`config.mk`:
```
export PLATFORM = sky130hd
export DESIGN_NAME = i2c_master_top
export DESIGN_NICKNAME = d
export VERILOG_FILES = /design/src/hw/i2c_pkg.sv /design/src/hw/i2c_fifo_if.sv /design/src/hw/i2c_scl_timer.sv /design/src/hw/i2c_sync_fifo.sv /design/src/hw/i2c_byte_engine.sv /design/src/hw/i2c_master_top.sv
export SDC_FILE = /design/constraint.sdc
export NUM_CORES = 1
export LEC_CHECK = 0
export ABC_AREA = 1
export BUFFER_PORTS_ARGS = -buffer_cell sky130_fd_sc_hd__buf_2
export CORE_ASPECT_RATIO = 1.2
export CORE_UTILIZATION = 55
export CTS_BUF_LIST = sky130_fd_sc_hd__clkbuf_8
export DETAILED_ROUTE_END_ITERATION = 8
export GPL_TIMING_DRIVEN = 0
export PLACE_DENSITY = 0.77
export REMOVE_ABC_BUFFERS = 1
export SETUP_SLACK_MARGIN = 0.5
export SYNTH_ARGS = -nofsm -noshare
export SYNTH_HDL_FRONTEND = slang
export SYNTH_HIERARCHICAL = 1
export SYNTH_SLANG_ARGS = --single-unit
```
`constraint.sdc`:
```
create_clock -name clk -period 1.81 [get_ports clk]
set_clock_uncertainty 0.1 [all_clocks]
set_input_delay 0.0905 -clock clk [delete_from_list [all_inputs] [get_ports clk]]
set_output_delay 0.0905 -clock clk [all_outputs]
set_load 0.005 [all_outputs]
```
`src/hw/i2c_pkg.sv`:
```
`default_nettype none

package i2c_pkg;

	localparam int I2C_BYTE_W = 8;
	localparam int I2C_STATUS_W = 9;

	typedef logic [I2C_BYTE_W-1:0] i2c_byte_t;
	typedef logic [I2C_STATUS_W-1:0] i2c_status_t;

	localparam i2c_status_t I2C_NO_ERR = 9'h000;
	localparam i2c_status_t I2C_ERR_NO_ADDR_ACK = 9'h001;
	localparam i2c_status_t I2C_ERR_NO_DATA_ACK = 9'h002;
	localparam i2c_status_t I2C_ERR_TX_EMPTY = 9'h004;

	localparam logic I2C_ACK = 1'b0; // ack is sda held low

	typedef enum logic [3:0] {
		ST_IDLE, ST_START, ST_STOP, ST_OUT_ADDR, ST_CHECK_ADDR, ST_IN_DATA,
		ST_CHECK_IN, ST_OUT_DATA, ST_CHECK_OUT, ST_DATA_LOOP, ST_ACK
	} i2c_state_e;

	typedef enum logic [1:0] {
		STREAM_NONE,
		STREAM_ADDR,
		STREAM_RX,
		STREAM_TX
	} i2c_stream_e;

endpackage

`default_nettype wire

```
`src/hw/i2c_fifo_if.sv`:
```
`default_nettype none

interface i2c_fifo_if
	import i2c_pkg::*;
();

	logic push;
	i2c_byte_t push_data;
	logic full;
	logic pop;
	i2c_byte_t pop_data; // head entry, valid while empty is low
	logic empty;

	modport fifo (input push, input push_data, output full,
		input pop, output pop_data, output empty);

	modport writer (output push, output push_data, input full);

	modport reader (output pop, input pop_data, input empty);

endinterface

`default_nettype wire

```
`src/hw/i2c_scl_timer.sv`:
```
`default_nettype none

module i2c_scl_timer #(
	parameter int CLK_DIV = 8
) (
	input  logic clk,
	input  logic rst_n,
	output logic scl,
	output logic scl_delay
);

	localparam int CW = $clog2(CLK_DIV);
	localparam logic [CW-1:0] LAST = CW'(CLK_DIV - 1);

	logic [CW-1:0] half_cnt;
	logic [CW-1:0] dly_cnt;
	logic dly_armed;

	always_ff @(posedge clk) begin
		if (!rst_n) begin
			half_cnt <= '0;
			scl <= 1'b1; // idle bus high
		end else if (half_cnt == LAST) begin
			half_cnt <= '0;
			scl <= ~scl;
		end else begin
			half_cnt <= half_cnt + 1'b1;
		end
	end

	// second counter runs half of a half period behind the first,
	// so scl_delay flips in the middle of every scl phase
	always_ff @(posedge clk) begin
		if (!rst_n) begin
			dly_cnt <= CW'(CLK_DIV / 2);
			dly_armed <= 1'b0;
			scl_delay <= 1'b1;
		end else begin
			if (half_cnt == LAST) begin
				dly_armed <= 1'b1; // first scl edge seen
			end
			if (dly_cnt == LAST) begin
				dly_cnt <= '0;
				if (dly_armed) begin
					scl_delay <= ~scl_delay;
				end
			end else begin
				dly_cnt <= dly_cnt + 1'b1;
			end
		end
	end

endmodule

`default_nettype wire

```
`src/hw/i2c_sync_fifo.sv`:
```
`default_nettype none

module i2c_sync_fifo
	import i2c_pkg::*;
#(
	parameter int FIFO_DEPTH = 4
) (
	input  logic     clk,
	input  logic     rst_n,
	i2c_fifo_if.fifo port
);

	localparam int AW = $clog2(FIFO_DEPTH);

	i2c_byte_t mem [FIFO_DEPTH];
	logic [AW-1:0] wr_ptr;
	logic [AW-1:0] rd_ptr;
	logic [AW:0] count;
	logic do_push;
	logic do_pop;

	assign port.full = (count == (AW + 1)'(FIFO_DEPTH));
	assign port.empty = (count == '0);
	assign port.pop_data = mem[rd_ptr];
	assign do_push = port.push & ~port.full; // push into full fifo is lost
	assign do_pop = port.pop & ~port.empty;

	always_ff @(posedge clk) begin
		if (do_push) begin
			mem[wr_ptr] <= port.push_data;
		end
	end

	always_ff @(posedge clk) begin
		if (!rst_n) begin
			wr_ptr <= '0;
			rd_ptr <= '0;
			count <= '0;
		end else begin
			if (do_push) begin
				wr_ptr <= wr_ptr + 1'b1;
			end
			if (do_pop) begin
				rd_ptr <= rd_ptr + 1'b1;
			end
			case ({do_push, do_pop})
				2'b10: count <= count + 1'b1;
				2'b01: count <= count - 1'b1;
				default: count <= count;
			endcase
		end
	end

endmodule

`default_nettype wire

```
`src/hw/i2c_byte_engine.sv`:
```
`default_nettype none

module i2c_byte_engine
	import i2c_pkg::*;
(
	input  logic        clk,
	input  logic        rst_n,
	input  logic        scl,
	input  logic        scl_delay,
	input  logic        sda_in,
	output logic        sda_out,
	output logic        sda_out_en,
	input  i2c_byte_t   slave_addr,
	input  logic        start,
	input  logic        stop,
	output logic        stop_request,
	output i2c_status_t status,
	i2c_fifo_if.reader  tx,
	i2c_fifo_if.writer  rx
);

	i2c_state_e state;
	i2c_stream_e stream;
	logic [2:0] bit_cnt;
	i2c_byte_t shift_reg;
	logic start_pend;
	logic stop_pend;
	logic start_req;
	logic stop_req;
	logic mid_high;

	assign start_req = start | start_pend;
	assign stop_req = stop | stop_pend;
	assign mid_high = scl & scl_delay; // second half of scl high
	assign rx.push_data = shift_reg; // full byte sits here while push is high

	always_ff @(posedge clk) begin
		if (!rst_n) begin
			sda_out <= 1'b1;
			sda_out_en <= 1'b0;
			tx.pop <= 1'b0;
			rx.push <= 1'b0;
			stop_request <= 1'b0;
			status <= I2C_NO_ERR;
			state <= ST_IDLE;
			stream <= STREAM_NONE;
			bit_cnt <= '0;
			start_pend <= 1'b0;
			stop_pend <= 1'b0;
		end else begin
			tx.pop <= 1'b0;
			rx.push <= 1'b0;
			stop_request <= 1'b0;
			status <= I2C_NO_ERR;

			if (tx.pop) begin
				shift_reg <= tx.pop_data; // head advances after this clock
			end

			case (state)
				ST_START: begin
					if (mid_high) begin
						sda_out <= 1'b0; // sda falls while scl high
						shift_reg <= slave_addr;
						bit_cnt <= '0;
						stream <= STREAM_ADDR;
						state <= ST_OUT_ADDR;
					end
				end
				ST_STOP: begin
					if (mid_high) begin
						sda_out <= 1'b1;
						sda_out_en <= 1'b0;
						state <= ST_IDLE;
					end
				end
				ST_OUT_ADDR, ST_OUT_DATA: begin
					if (!scl) begin
						sda_out <= shift_reg[7]; // msb first
						shift_reg <= {shift_reg[6:0], 1'b0};
						sda_out_en <= 1'b1;
						state <= ST_DATA_LOOP;
					end
				end
				ST_CHECK_ADDR, ST_CHECK_OUT: begin
					if (!scl) begin
						sda_out_en <= 1'b0; // let target drive ack
						state <= ST_ACK;
					end
				end
				ST_IN_DATA: begin
					if (!scl) begin
						sda_out_en <= 1'b0;
						state <= ST_DATA_LOOP;
					end
				end
				ST_CHECK_IN: begin
					if (!scl) begin
						sda_out <= I2C_ACK;
						sda_out_en <= 1'b1;
						state <= ST_ACK;
					end
				end
				ST_DATA_LOOP: begin
					if (scl) begin
						bit_cnt <= bit_cnt + 1'b1;
						case (stream)
							STREAM_ADDR: begin
								state <= (bit_cnt == 3'd7) ? ST_CHECK_ADDR : ST_OUT_ADDR;
							end
							STREAM_RX: begin
								shift_reg <= {shift_reg[6:0], sda_in};
								if (bit_cnt == 3'd7) begin
									rx.push <= 1'b1;
									state <= ST_CHECK_IN;
								end else begin
									state <= ST_IN_DATA;
								end
							end
							STREAM_TX: begin
								state <= (bit_cnt == 3'd7) ? ST_CHECK_OUT : ST_OUT_DATA;
							end
							default: begin
								state <= ST_IDLE;
							end
						endcase
					end
				end
				ST_ACK: begin
					if (scl) begin
						if (stream == STREAM_RX) begin
							state <= ST_IN_DATA;
						end else if (sda_in != I2C_ACK) begin
							stop_request <= 1'b1;
							status <= (stream == STREAM_ADDR) ? I2C_ERR_NO_ADDR_ACK
								: I2C_ERR_NO_DATA_ACK;
							stream <= STREAM_NONE;
							state <= ST_IDLE;
						end else if (stream == STREAM_ADDR && slave_addr[0]) begin
							stream <= STREAM_RX; // read direction
							state <= ST_IN_DATA;
						end else if (tx.empty) begin
							stop_request <= 1'b1;
							status <= I2C_ERR_TX_EMPTY;
							stream <= STREAM_NONE;
							state <= ST_IDLE;
						end else begin
							tx.pop <= 1'b1;
							stream <= STREAM_TX;
							state <= ST_OUT_DATA;
						end
					end
				end
				default: begin
					state <= ST_IDLE;
				end
			endcase

			// bus conditions only set up while scl is low, strobes wait until then
			if (!scl && start_req) begin
				sda_out <= 1'b1;
				sda_out_en <= 1'b1;
				stream <= STREAM_NONE;
				state <= ST_START;
				start_pend <= 1'b0;
				stop_pend <= 1'b0;
			end else if (!scl && stop_req) begin
				sda_out <= 1'b0;
				sda_out_en <= 1'b1;
				stream <= STREAM_NONE;
				state <= ST_STOP;
				stop_pend <= 1'b0;
			end else begin
				if (start) begin
					start_pend <= 1'b1;
				end
				if (stop) begin
					stop_pend <= 1'b1;
				end
			end
		end
	end

endmodule

`default_nettype wire

```
`src/hw/i2c_master_top.sv`:
```
`default_nettype none

module i2c_master_top #(
	parameter int CLK_DIV = 8,
	parameter int FIFO_DEPTH = 4
) (
	input  logic       clk,
	input  logic       rst_n,
	output logic       scl,
	input  logic       sda_in,
	output logic       sda_out,
	output logic       sda_out_en,
	input  logic [7:0] slave_addr,
	input  logic       start,
	input  logic       stop,
	input  logic       tx_push,
	input  logic [7:0] tx_data,
	output logic       tx_full,
	input  logic       rx_pop,
	output logic [7:0] rx_data,
	output logic       rx_empty,
	output logic       stop_request,
	output logic [8:0] status
);

	logic scl_delay;

	i2c_fifo_if tx_if ();
	i2c_fifo_if rx_if ();

	// host side of both fifos
	assign tx_if.push = tx_push;
	assign tx_if.push_data = tx_data;
	assign tx_full = tx_if.full;
	assign rx_if.pop = rx_pop;
	assign rx_data = rx_if.pop_data;
	assign rx_empty = rx_if.empty;

	i2c_scl_timer #(
		.CLK_DIV(CLK_DIV)
	) u_scl_timer (
		.clk(clk),
		.rst_n(rst_n),
		.scl(scl),
		.scl_delay(scl_delay)
	);

	i2c_byte_engine u_byte_engine (
		.clk(clk),
		.rst_n(rst_n),
		.scl(scl),
		.scl_delay(scl_delay),
		.sda_in(sda_in),
		.sda_out(sda_out),
		.sda_out_en(sda_out_en),
		.slave_addr(slave_addr),
		.start(start),
		.stop(stop),
		.stop_request(stop_request),
		.status(status),
		.tx(tx_if),
		.rx(rx_if)
	);

	i2c_sync_fifo #(
		.FIFO_DEPTH(FIFO_DEPTH)
	) u_tx_fifo (
		.clk(clk),
		.rst_n(rst_n),
		.port(tx_if)
	);

	i2c_sync_fifo #(
		.FIFO_DEPTH(FIFO_DEPTH)
	) u_rx_fifo (
		.clk(clk),
		.rst_n(rst_n),
		.port(rx_if)
	);

endmodule

`default_nettype wire

```
# Word-level counts from Yosys, hierarchy flattened
# Memory sizes are Yosys's and may differ from the RTL's. A register that Yosys moved wholly into a read port is not among the register bits.
# Cells that the tools add are included.
[op_classes]
n_addsub = 11
eq_ne = 45
n_mux = 63
bitwise = 16
n_reduce_logical = 33
[ops]
columns = ["cell", "count"]
rows = [
  ["4-bit 2-to-1 mux", 10],
  ["8-bit 2-to-1 mux", 5],
  ["2-bit 2-to-1 mux", 13],
  ["4-bit by 2-bit inequality test with 1-bit output (second input constant)", 6],
  ["4-bit one-hot mux with 6 select lines", 1],
  ["8-bit one-hot mux with 3 select lines", 1],
  ["1-bit 2-to-1 mux", 18],
  ["3-bit 2-to-1 mux", 6],
  ["9-bit 2-to-1 mux", 2],
  ["3-bit by 2-bit inequality test with 1-bit output (second input constant)", 6],
  ["3-bit one-hot mux with 2 select lines", 3],
  ["6-bit AND reduction", 3],
  ["4-bit by 3-bit == test with 1-bit output (second input constant)", 4],
  ["3-bit by 1-bit adder with 3-bit output (second input constant)", 5],
  ["3-bit == test (second input constant)", 5],
  ["3-bit OR reduction", 5],
  ["4-bit == test (second input constant)", 3],
  ["4-bit one-hot mux with 3 select lines", 1],
  ["4-bit AND reduction", 3],
  ["2-bit inequality test (second input constant)", 5],
  ["5-bit nonzero test", 2],
  ["1-bit inverter", 9],
  ["2-bit by 1-bit adder with 2-bit output (second input constant)", 4],
  ["2-bit == test (second input constant)", 4],
  ["22 further kinds", 44],
]
[totals]
regBits = 56
mem_bits_rw = 64
inputBits = 23
output_inout_bits = 23
n_memories = 2
[memory_table]
columns = ["name", "depth", "word_bits", "rd", "rd_clocked_by_memory_dff", "wr", "line_no", "text"]
rows = [
  ["u_rx_fifo.mem", 4, 8, 1, 1, 1, "i2c_sync_fifo.sv:15", "i2c_byte_t mem [FIFO_DEPTH];"],
  ["u_tx_fifo.mem", 4, 8, 1, 1, 1, "i2c_sync_fifo.sv:15", ""],
]

# Longest topological paths before layout
# Gate-level depths: netlist of the first run.
[logic_depth]
depth_word = 9
ltp_mapped = 13
depth_no_buf = 13

# Cells and area by module
# Netlist of the first run, hierarchy kept.
[by_module_without_submodules]
columns = ["mod", "instances", "cells_per_inst", "area_per_inst_um2", "seq_area_each_um2"]
rows = [
  ["i2c_sync_fifo", 2, 146, 1691.6, 1141.1],
  ["i2c_byte_engine", 1, 225, 1647.8, 620.6],
  ["i2c_scl_timer", 1, 35, 324.1, 180.2],
]

# Least setup slack after synthesis of the first run
# No wires, ideal clock.
[synth_timing]
path_type = "flip-flop to flip-flop"
startpoint = "reg u_rx_fifo.count[1]"
endpoint = "reg u_rx_fifo.count[2]"
arrival_time_ns = 1.566
slack_ns = 0.031
stages_incl_launch_ff = 13
n_path_buf = 0
period_less_slack_ns = 1.779
cell_sequence = "dfxtp_1 nor2_2 nand2_2 nand2_4 ha_1 inv_1 fa_1 inv_1 nand2_1 nand3_1 nand2_1 nand2_1 nor2_1"
[synth_between]
elab_chain_cells = 5
elab_cells_between_ends = 12
cone_classes = "add/sub (2); eq/ne (3); mux (1); bitwise (4); reduce/logical (2)"
[synth_rtl]
columns = ["item", "line_no", "text"]
rows = [
  ["start: declaration", "i2c_sync_fifo.sv:18", "logic [AW:0] count;"],
  ["start signal: assignment", "i2c_sync_fifo.sv:47", "2'b10: count <= count + 1'b1;"],
  ["start signal: assignment", "i2c_sync_fifo.sv:48", "2'b01: count <= count - 1'b1;"],
  ["start signal: assignment", "i2c_sync_fifo.sv:49", "default: count <= count;"],
  ["3-bit == test / 3-bit zero test (equally long branches)", "i2c_sync_fifo.sv:22, i2c_sync_fifo.sv:23", ""],
  ["1-bit inverter (on tied branches)", "i2c_sync_fifo.sv:25, i2c_sync_fifo.sv:26", ""],
  ["1-bit AND (on tied branches)", "i2c_sync_fifo.sv:25, i2c_sync_fifo.sv:26", ""],
  ["2-bit by 1-bit == test with 1-bit output / 2-bit == test (equally long branches)", "i2c_sync_fifo.sv:46", "case ({do_push, do_pop})"],
  ["3-bit one-hot mux with 2 select lines / 2-bit nonzero test (equally long branches)", "--", ""],
]
# Parallel ways exist; a longest one is shown, timed or not.
# A chain may end at the register's enable or synchronous reset.

# Final worst setup path of the first run
[layout_timing]
startpoint = "reg u_byte_engine.stream[1]"
endpoint = "reg u_byte_engine.shift_reg[3], in the netlist u_byte_engine/rx.push_data[3] (data pin)"
[layout_between]
elab_chain_cells = 4
[layout_rtl]
columns = ["item", "line_no", "text"]
rows = [
  ["start: declaration", "i2c_byte_engine.sv:23", "i2c_stream_e stream;"],
  ["start signal: assignment", "i2c_byte_engine.sv:46", "stream <= STREAM_NONE;"],
  ["start signal: assignment", "i2c_byte_engine.sv:66", "stream <= STREAM_ADDR;"],
  ["start signal: assignment", "i2c_byte_engine.sv:137", "stream <= STREAM_NONE;"],
  ["2-bit == test", "i2c_byte_engine.sv:107", "case (stream)"],
  ["8-bit 2-to-1 mux", "i2c_byte_engine.sv:107", ""],
  ["8-bit 2-to-1 mux", "i2c_byte_engine.sv:105", "if (scl) begin"],
  ["8-bit one-hot mux with 3 select lines", "i2c_byte_engine.sv:60", "case (state)"],
  ["end signal: assignment", "i2c_byte_engine.sv:57", "shift_reg <= tx.pop_data;"],
  ["end signal: assignment", "i2c_byte_engine.sv:64", "shift_reg <= slave_addr;"],
  ["end signal: assignment", "i2c_byte_engine.sv:112", "shift_reg <= {shift_reg[6:0], sda_in};"],
  ["end: declaration", "i2c_byte_engine.sv:25", "i2c_byte_t shift_reg;"],
]
# Every way passes these cells.

==> results of run 1 <==
-- worst max-delay path: stages, from the launching register on --
cell and delay [ns]:
dfxtp_2 0.51, inv_1 0.11, nor2_1 0.28, nand3_1 0.24, o21ai_2 0.22, a22oi_1 0.16
o21ai_2 0.09
-- per-layer routing --
metal / track usage (%) / wire length [um] / vias to the layer above
li1: - / - / 2106
met1: 26.4 / 5200 / 2176
met2: 47.8 / 7850 / 259
met3: 8.50 / 1040 / 93
met4: 14.7 / 696 / 0
met5: 0 / 0 / -
-- registers in the layout, indices dropped and copies added (netlist names), 2 cells and up, named ones only --
name and count:
u_rx_fifo/wr_ptr 2, u_tx_fifo/wr_ptr 2, u_tx_fifo/mem 32, u_byte_engine/bit_cnt 3, u_byte_engine/rx.push_data 8, u_tx_fifo/count 3, u_rx_fifo/count 3, u_byte_engine/state 4
u_byte_engine/stream 2, u_scl_timer/half_cnt 3, u_rx_fifo/rd_ptr 2, u_scl_timer/dly_cnt 3, u_rx_fifo/mem 32, u_byte_engine/status 3, u_tx_fifo/rd_ptr 2
-- report_power, final --
part / switching, mW / internal (mW) / total (mW) / leakage, nW
logic: 0.191 / 0.152 / 0.342 / 1.75
clock network: 1.06 / 1.20 / 2.26 / 0.192
registers: 0.0411 / 2.90 / 2.95 / 1.05
-- cell type report --
cell class | count | area (um2) | area share, %
Sequential cell | 118 | 3140 | 42.3
Multi-Input combinational cell | 351 | 2450 | 33.1
Timing Repair Buffer | 115 | 986 | 13.3
Inverter | 74 | 313 | 4.22
Clock buffer | 17 | 234 | 3.16
Tap cell | 123 | 154 | 2.08
Clock inverter | 15 | 140 | 1.89
-- what timing repair did --
item                                    4_1_cts  5_1_grt
hold buffers                                 21        0
buffers inserted                             40       15
endpoints found under the setup margin      106      106
resized for setup                           142       91
pin swaps                                    50       60
endpoints found under the hold margin        54        0
-- how the worst max path moves through the flow --
stage | startpoint | end | slack (ns) | cells past startpoint
2_1_floorplan | u_byte_engine/tx.pop$_SDFF_PP0_ | u_tx_fifo/count[2]$_SDFFE_PN0P_ | -0.03 | 11
3_3_place_gp | u_byte_engine/tx.pop$_SDFF_PP0_ | u_tx_fifo/count[2]$_SDFFE_PN0P_ | -0.22 | 11
3_5_place_dp | u_byte_engine/tx.pop$_SDFF_PP0_ | u_tx_fifo/count[2]$_SDFFE_PN0P_ | -0.31 | 11
4_1_cts | u_tx_fifo/count[0]$_SDFFE_PN0P_ | u_tx_fifo/count[2]$_SDFFE_PN0P_ | 0.13 | 11
5_1_grt | u_byte_engine/bit_cnt[0]$_SDFFE_PN0P_ | u_byte_engine/state[1]$_SDFFE_PP0P_ | -0.13 | 9
6_report | u_byte_engine/stream[1]$_SDFFE_PP0P_ | u_byte_engine/rx.push_data[3]$_DFFE_PP_ | -0.03 | 6
-- through the flow --
stage	setup TNS [ns]	total power, mW	std cells	setup slack (ns)
2_1_floorplan	-0.0334	3.13	543	-0.0334
3_3_place_gp	-1.34	3.21	705	-0.225
3_5_place_dp	-1.92	3.22	705	-0.308
4_1_cts	0	5.49	798	0.130
5_1_grt	-0.216	5.73	813	-0.126
6_report	-0.0749	5.54	813	-0.0295
==> impl_metrics.toml, run 1 <==
[setup_path]
rr_worst_depth = 6
critPathKind = "flop to flop"
arrival_ns = 2.05
cp-end-kind = "flop"
worst_r2r_endpoint = "u_byte_engine/rx.push_data[3]$_DFFE_PP_"
cp.required_ns = 2.02
cp-start-kind = "flop"
r2r_start = "u_byte_engine/stream[1]$_SDFFE_PP0P_"
regToRegSetupSlack_ns = -0.03
crit_fanout = 8

[synthesis]
syn_area_um2 = 5350
syn_avg_cell_area_um2 = 9.71
syn_inst = 551
ys.warnings.count = 6

[clock_network]
cts_tree = "built"
cts-root-buf = "clkbuf_8"
clk_latency_ns = 0.45
cts_sinks = 118
cts_buffers = 17
cts.path.max_buffers = 2
clkTransAtPathRegs_ns = 0.07
htree_levels = 4

[status]
status = "finished, violations left"
violations = "setup timing"

[die]
start_util_pct = 56.5
io_pins = 46
die_area_um2 = 10100
die_h_um = 110
fp.dieW_um = 92.0
core_um2 = 9470
rows = 39

[finish]
fillers = 531
post-route-util_pct = 78.3
final_common_cell = "edfxtp_1"
stdcell_area_um2 = 7410
fin_nets = 719
mostFrequentLayoutCells = "edfxtp_1, nor2_1, inv_1"
diodes = 0
drive_gt1_share_pct = 42.5
syn2layout_area_growth_pct = 38.5

[hold_path]
min_from = "rst_n"
hp-class = "primary input to flop"
whs_endpoint = "u_scl_timer/scl_delay$_SDFFE_PN1P_"
hold_depth = 2

[sta]
slew_viol_final = 0
setup_viol = 5
max_freq_mhz = 544
hold_viol_final = 0
tightest_slew_ns = 0.639
grt_setup_unrepaired = "true"
whs_ns = 0.0541
setup_ws_ns = -0.0295
finalCritPeriodShare_pct = 102
maxSlewHeadroom_pct = 56.9
period_needed_ns = 1.84

[power_and_ir_drop]
ir_drop_uv = 669
cellPowerDensity_nw_per_um2 = 748
leakage_nw = 2.99

[global_routing]
grt_pass1_wl_um = 19500
grt_max_degree = 30
grt_util_all_layers_pct = 26.2
grt.overflow.total = 0
antenna_found_initial = 0
grt_pass1_vias = 4296

[routing]
post-route-drc-count = 0
dr.pass1.iters = 5
initialDrtViolationCount = 561
routed_via_density = 5.70
post_drt_wl_per_cell_um = 18.2
drtAntennaViolNets = 0
num_vias = 4634
drt-total-wl_um = 14800

[run]
cap_violations = 0

[placement]
globalplace.congestion = 0.881
hpwlAfterDp_um = 6780
placed_area_um2 = 5620
io_buffers = 39
Power figures use the tool's default switching activity.
==> run 2, diff against run 1 <==
- REMOVE_ABC_BUFFERS: 1 -> unset
==> run 2 against run 1 <==
  * The run ends with hold timing, setup timing left
  * Cell area up 5.4%
  * Sequential cell count unchanged
  * Clock-buffer cell count unchanged
  * Largest power group unchanged
  * Critical path type unchanged
==> impl_metrics.toml, run 2 (synthesized netlist as in run 1, its figures left out) <==
[status]
status = "finished, violations left"
violations = "hold timing, setup timing"

[placement]
dpl.cell_count = 718
pre_cts_ws_ns = 0.0281
io_buffers = 39
globalplace.congestion = 0.869
placed_area_um2 = 5840
hpwlAfterDp_um = 7260

[die]
rows = 39
die_h_um = 110
fp.dieW_um = 92.0
die_area_um2 = 10100
start_util_pct = 56.5
core_um2 = 9470
io_pins = 46

[clock_network]
htree_levels = 4
cts_tree = "built"
cts.path.max_buffers = 2
cts_sinks = 118
clkTransAtPathRegs_ns = 0.07
ctsHoldBuffers = 20
clk_latency_ns = 0.43
cts-root-buf = "clkbuf_8"
cts_buffers = 17

[finish]
final_common_cell = "edfxtp_1"
post-route-util_pct = 82.5
drive_gt1_share_pct = 46.1
syn2layout_area_growth_pct = 46.0
stdcell_area_um2 = 7810
diodes = 0
final-seq-area_um2 = 3130
fin_cells = 836
multi_input_area_um2 = 2570
fin_nets = 742
mostFrequentLayoutCells = "edfxtp_1, nor2_1, inv_1"
fillers = 474

[setup_path]
cp-end-kind = "flop"
regToRegSetupSlack_ns = -0.007
cp-start-kind = "flop"
cpMostUsedCell = "nand2_1"
worst-path-buf-inv = 2
critPathKind = "flop to flop"
crit_fanout = 2
crit_chain = "nor2_4 -> nand2_2 -> nand2_4 -> ha_4 -> inv_4 -> fa_2 -> inv_2 -> nand2_1 -> nand3_2 -> nand2_1 -> nand2_1 -> nor2_1"
arrival_ns = 2.04
max_stage_delay_ns = 0.35
slowest_stage = "fa_2"
cp.required_ns = 2.03
crit_family = "simple AND/OR/NAND/NOR gates"

[sta]
slew_viol_final = 0
grt_setup_unrepaired = "true"
maxSlewHeadroom_pct = 59.4
setup_ws_ns = -0.00716
finalCritPeriodShare_pct = 100
setup_viol = 2
tightest_slew_ns = 0.609
whs_ns = -0.102
max_freq_mhz = 550
period_needed_ns = 1.82
hold_viol_final = 3

[power_and_ir_drop]
cellPowerDensity_nw_per_um2 = 749
ir_drop_uv = 545
p_int_mw = 4.54
power_mw = 5.85
leakage_nw = 3.15
p_comb_share_pct = 6.2
switchingPower_mw = 1.31
pwr-share-clk_pct = 43.4
p_seq_share_pct = 50.4
power.share.switching_pct = 22.4

[global_routing]
grt_util_all_layers_pct = 26.8
grt_pass1_wl_um = 20500
grt.overflow.total = 0
grt_pass1_vias = 4545
grt_max_degree = 30
antenna_found_initial = 0

[routing]
dr.pass1.iters = 5
drt-total-wl_um = 16500
initialDrtViolationCount = 506
post_drt_wl_per_cell_um = 19.7
drtAntennaViolNets = 0
post-route-drc-count = 0
num_vias = 4920
routed_via_density = 5.89

[hold_path]
hp-class = "primary input to flop"

[run]
cap_violations = 0
-- run 2: power groups by stage --
stage	clock (mW)	sequential, mW	combinational, mW
floorplan	0	3.01	0.140
global placement	0	3.01	0.210
detailed placement	0	3.02	0.222
CTS	2.54	2.95	0.307
global route	2.70	2.96	0.388
finish	2.54	2.95	0.360
-- run 2: worst reg2reg max path: cells and delay by family, from the launching register on --
kind | cells | cell delay (ns)
fa+ha+maj | 2 | 0.51
flops | 1 | 0.34
simple gates | 8 | 0.66
buf+inv | 2 | 0.11
-- run 2: path summary, 6_finish.rpt --
kind	startpoint	endpoint	cells past startpoint
worst min register to register	u_scl_timer/half_cnt[0]$_SDFF_PP0_	u_scl_timer/half_cnt[0]$_SDFF_PP0_	1
worst min-delay path	tx_push	u_tx_fifo/wr_ptr[1]$_SDFFE_PN0P_	3
worst max register to register	u_rx_fifo/count[0]$_SDFFE_PN0P_	u_rx_fifo/count[2]$_SDFFE_PN0P_	12
worst max-delay path	u_rx_fifo/count[0]$_SDFFE_PN0P_	u_rx_fifo/count[2]$_SDFFE_PN0P_	12
-- run 2: timing repair --
item,CTS,global route
setup buffers,42,22
resized for setup,132,101
setup endpoints to repair,103,106
pin swaps,53,69
gates cloned,2,0
hold endpoints to repair,52,3
-- run 2: area by class of cell --
| class | count | area share (%) |
|---|---|---|
| Buffer | 13 | 1.67 |
| Clock buffer | 17 | 2.99 |
| Clock inverter | 15 | 2.39 |
| Inverter | 74 | 4.08 |
| Multi-Input combinational cell | 351 | 32.9 |
| Sequential cell | 118 | 40.1 |
| Tap cell | 123 | 1.97 |
| Timing Repair Buffer | 125 | 14.0 |
-- run 2: metrics by stage --
stage | hold WS (ns) | setup TNS (ns)
6_report | -0.102 | -0.00878
5_1_grt | -0.103 | -0.212
4_1_cts | -0.124 | 0
3_5_place_dp | 0.206 | 0
3_3_place_gp | 0.202 | 0
2_1_floorplan | 0.0677 | 0
-- run 2: routing by layer --
| layer | track usage (%) | vias to the layer above | wire [um] |
|---|---|---|---|
| met1 | 28.8 | 2381 | 5850 |
| met3 | 5.69 | 89 | 957 |
| met2 | 49.3 | 278 | 8810 |
| li1 | - | 2172 | - |
| met4 | 15.1 | 0 | 889 |
| met5 | 0 | - | 0 |
==> run 3, diff against run 2 <==
- CORE_UTILIZATION: 55 -> 40
- PLACE_DENSITY: 0.77 -> unset
==> run 3 against run 2 <==
  * Combinational power is 2% higher
  * Core utilization is 22 points lower
  * First-iteration DRC count is 60% lower
  * Sequential share of layout area is 0.32 points higher
  * Die area grew 37%
  * Global-route usage is 8.5 points lower
  * Register-to-register slack better by 0.09 ns
  * The run now ends clean
  * Worst hold slack improved by 0.11 ns
  * Power down 5.0%
  * Worst setup slack improved by 0.091 ns
==> impl_metrics.toml, run 3 (synthesized netlist as in run 1, its figures left out) <==
[routing]
initialDrtViolationCount = 202
num_vias = 4439
routed_via_density = 5.02
drt-total-wl_um = 12800
post-route-drc-count = 0
dr.pass1.iters = 5
post_drt_wl_per_cell_um = 14.5
drtAntennaViolNets = 0

[power_and_ir_drop]
leakage_nw = 3.11
cellPowerDensity_nw_per_um2 = 718
power_mw = 5.56
ir_drop_uv = 342

[global_routing]
grt_util_all_layers_pct = 18.4
grt.overflow.total = 0
antenna_found_initial = 0
grt_pass1_wl_um = 19400
grt_max_degree = 30
grt_pass1_vias = 4068
grt.busiest_layer = "met2"
grt_use_met3_pct = 3.60
met2_usage_pct = 32.4
use_met1_pct = 21.1

[setup_path]
cpMostUsedCell = "nand2_2"
crit_chain = "nor2_4 -> nand2_2 -> nand2_2 -> inv_2 -> ha_4 -> inv_4 -> fa_2 -> inv_2 -> nand2_2 -> nand3_2 -> nand2_1 -> nand2_1 -> nor2_1"
slowest_stage = "dfxtp_2"
cp.required_ns = 2.03
rr_worst_depth = 13
critPathKind = "flop to flop"
cp-end-kind = "flop"
crit_fanout = 2
max_stage_delay_ns = 0.35
arrival_ns = 1.95
cp-start-kind = "flop"

[sta]
max_freq_mhz = 579
setup_viol = 0
finalCritPeriodShare_pct = 95.3
slew_viol_final = 0
whs_ns = 0.00488
grt_setup_unrepaired = "true"
setup_ws_ns = 0.0843
period_needed_ns = 1.73
tightest_slew_ns = 0.613
setup_tns_ns = 0
hold_viol_final = 0
maxSlewHeadroom_pct = 59.1

[finish]
final-seq-area_um2 = 3130
fin_nets = 750
diodes = 0
syn2layout_area_growth_pct = 44.7
mostFrequentLayoutCells = "edfxtp_1, nor2_1, inv_1"
final_common_cell = "edfxtp_1"
multi_input_area_um2 = 2450
drive_gt1_share_pct = 43.7
fillers = 1014
fin_cells = 885

[die]
die_h_um = 129
rows = 45
start_util_pct = 41.7
die_area_um2 = 13800
core_um2 = 12800
fp.dieW_um = 108
io_pins = 46

[clock_network]
cts_tree = "built"
htree_levels = 4
clk_latency_ns = 0.43
clkTransAtPathRegs_ns = 0.07
cts_buffers = 17
cts.path.max_buffers = 2
cts_sinks = 118
cts-root-buf = "clkbuf_8"

[hold_path]
hold_depth = 4
hp-class = "primary input to flop"

[run]
cap_violations = 0

[placement]
globalplace.congestion = 0.852
pre_cts_ws_ns = 0.0318
dpl.cell_count = 759
io_buffers = 39
hpwlAfterDp_um = 7400

[status]
status = "completed"
run 3: metrics by stage:
step	utilization, %	area [um2]
after floorplan	-	5490
after global placement	45.9	5890
after detailed placement	45.9	5890
after CTS	56.7	7270
after global routing	60.3	7740
final	60.3	7740
run 3: worst paths after layout:
check | to | from | slack, ns
min reg2reg | u_scl_timer/half_cnt[0]$_SDFF_PP0_ | u_scl_timer/half_cnt[0]$_SDFF_PP0_ | 0.32
max reg2reg | u_tx_fifo/count[2]$_SDFFE_PN0P_ | u_tx_fifo/count[0]$_SDFFE_PN0P_ | 0.08
min | u_tx_fifo/count[0]$_SDFFE_PN0P_ | tx_push | 0.005
max | u_tx_fifo/count[2]$_SDFFE_PN0P_ | u_tx_fifo/count[0]$_SDFFE_PN0P_ | 0.08
run 3: what timing repair did:
action | CTS | global route
gates cloned | 1 | 0
buffers inserted | 46 | 26
hold endpoints to repair | 51 | 2
hold buffers | 20 | 1
setup endpoints to repair | 103 | 108
pin swaps | 49 | 49
gates resized for setup | 119 | 71
run 3: worst max-delay path, delay by kind of cell (launching register included):
kind | cells | cell delay [ns]
buffers and inverters | 3 | 0.18
and+or+nand+nor | 8 | 0.48
adders and majority gates | 2 | 0.50
DFF | 1 | 0.35
run 3: power breakdown:
part	internal, mW	leakage (nW)	switching (mW)
Combinational	0.180	1.89	0.188
Clock	1.20	0.181	1.04
Sequential	2.91	1.04	0.0394
run 3: layer usage:
metal / share of wire (%) / wire [um] / vias to the layer above
met3: 3.3 / 418 / 35
met2: 54 / 6870 / 105
met5: 0 / 0 / -
met4: 2.8 / 353 / 0
met1: 40 / 5180 / 2121
li1: - / - / 2178
run 3: final cells by class:
cell class,instances,area share (%)
repair buffers,133,14.8
plain buffers,13,1.65
inverters,74,3.93
clock inverters,15,1.84
clock buffers,17,3.02
flip-flops and latches,118,40.4
multi-input cells,351,31.7
well taps,164,2.65
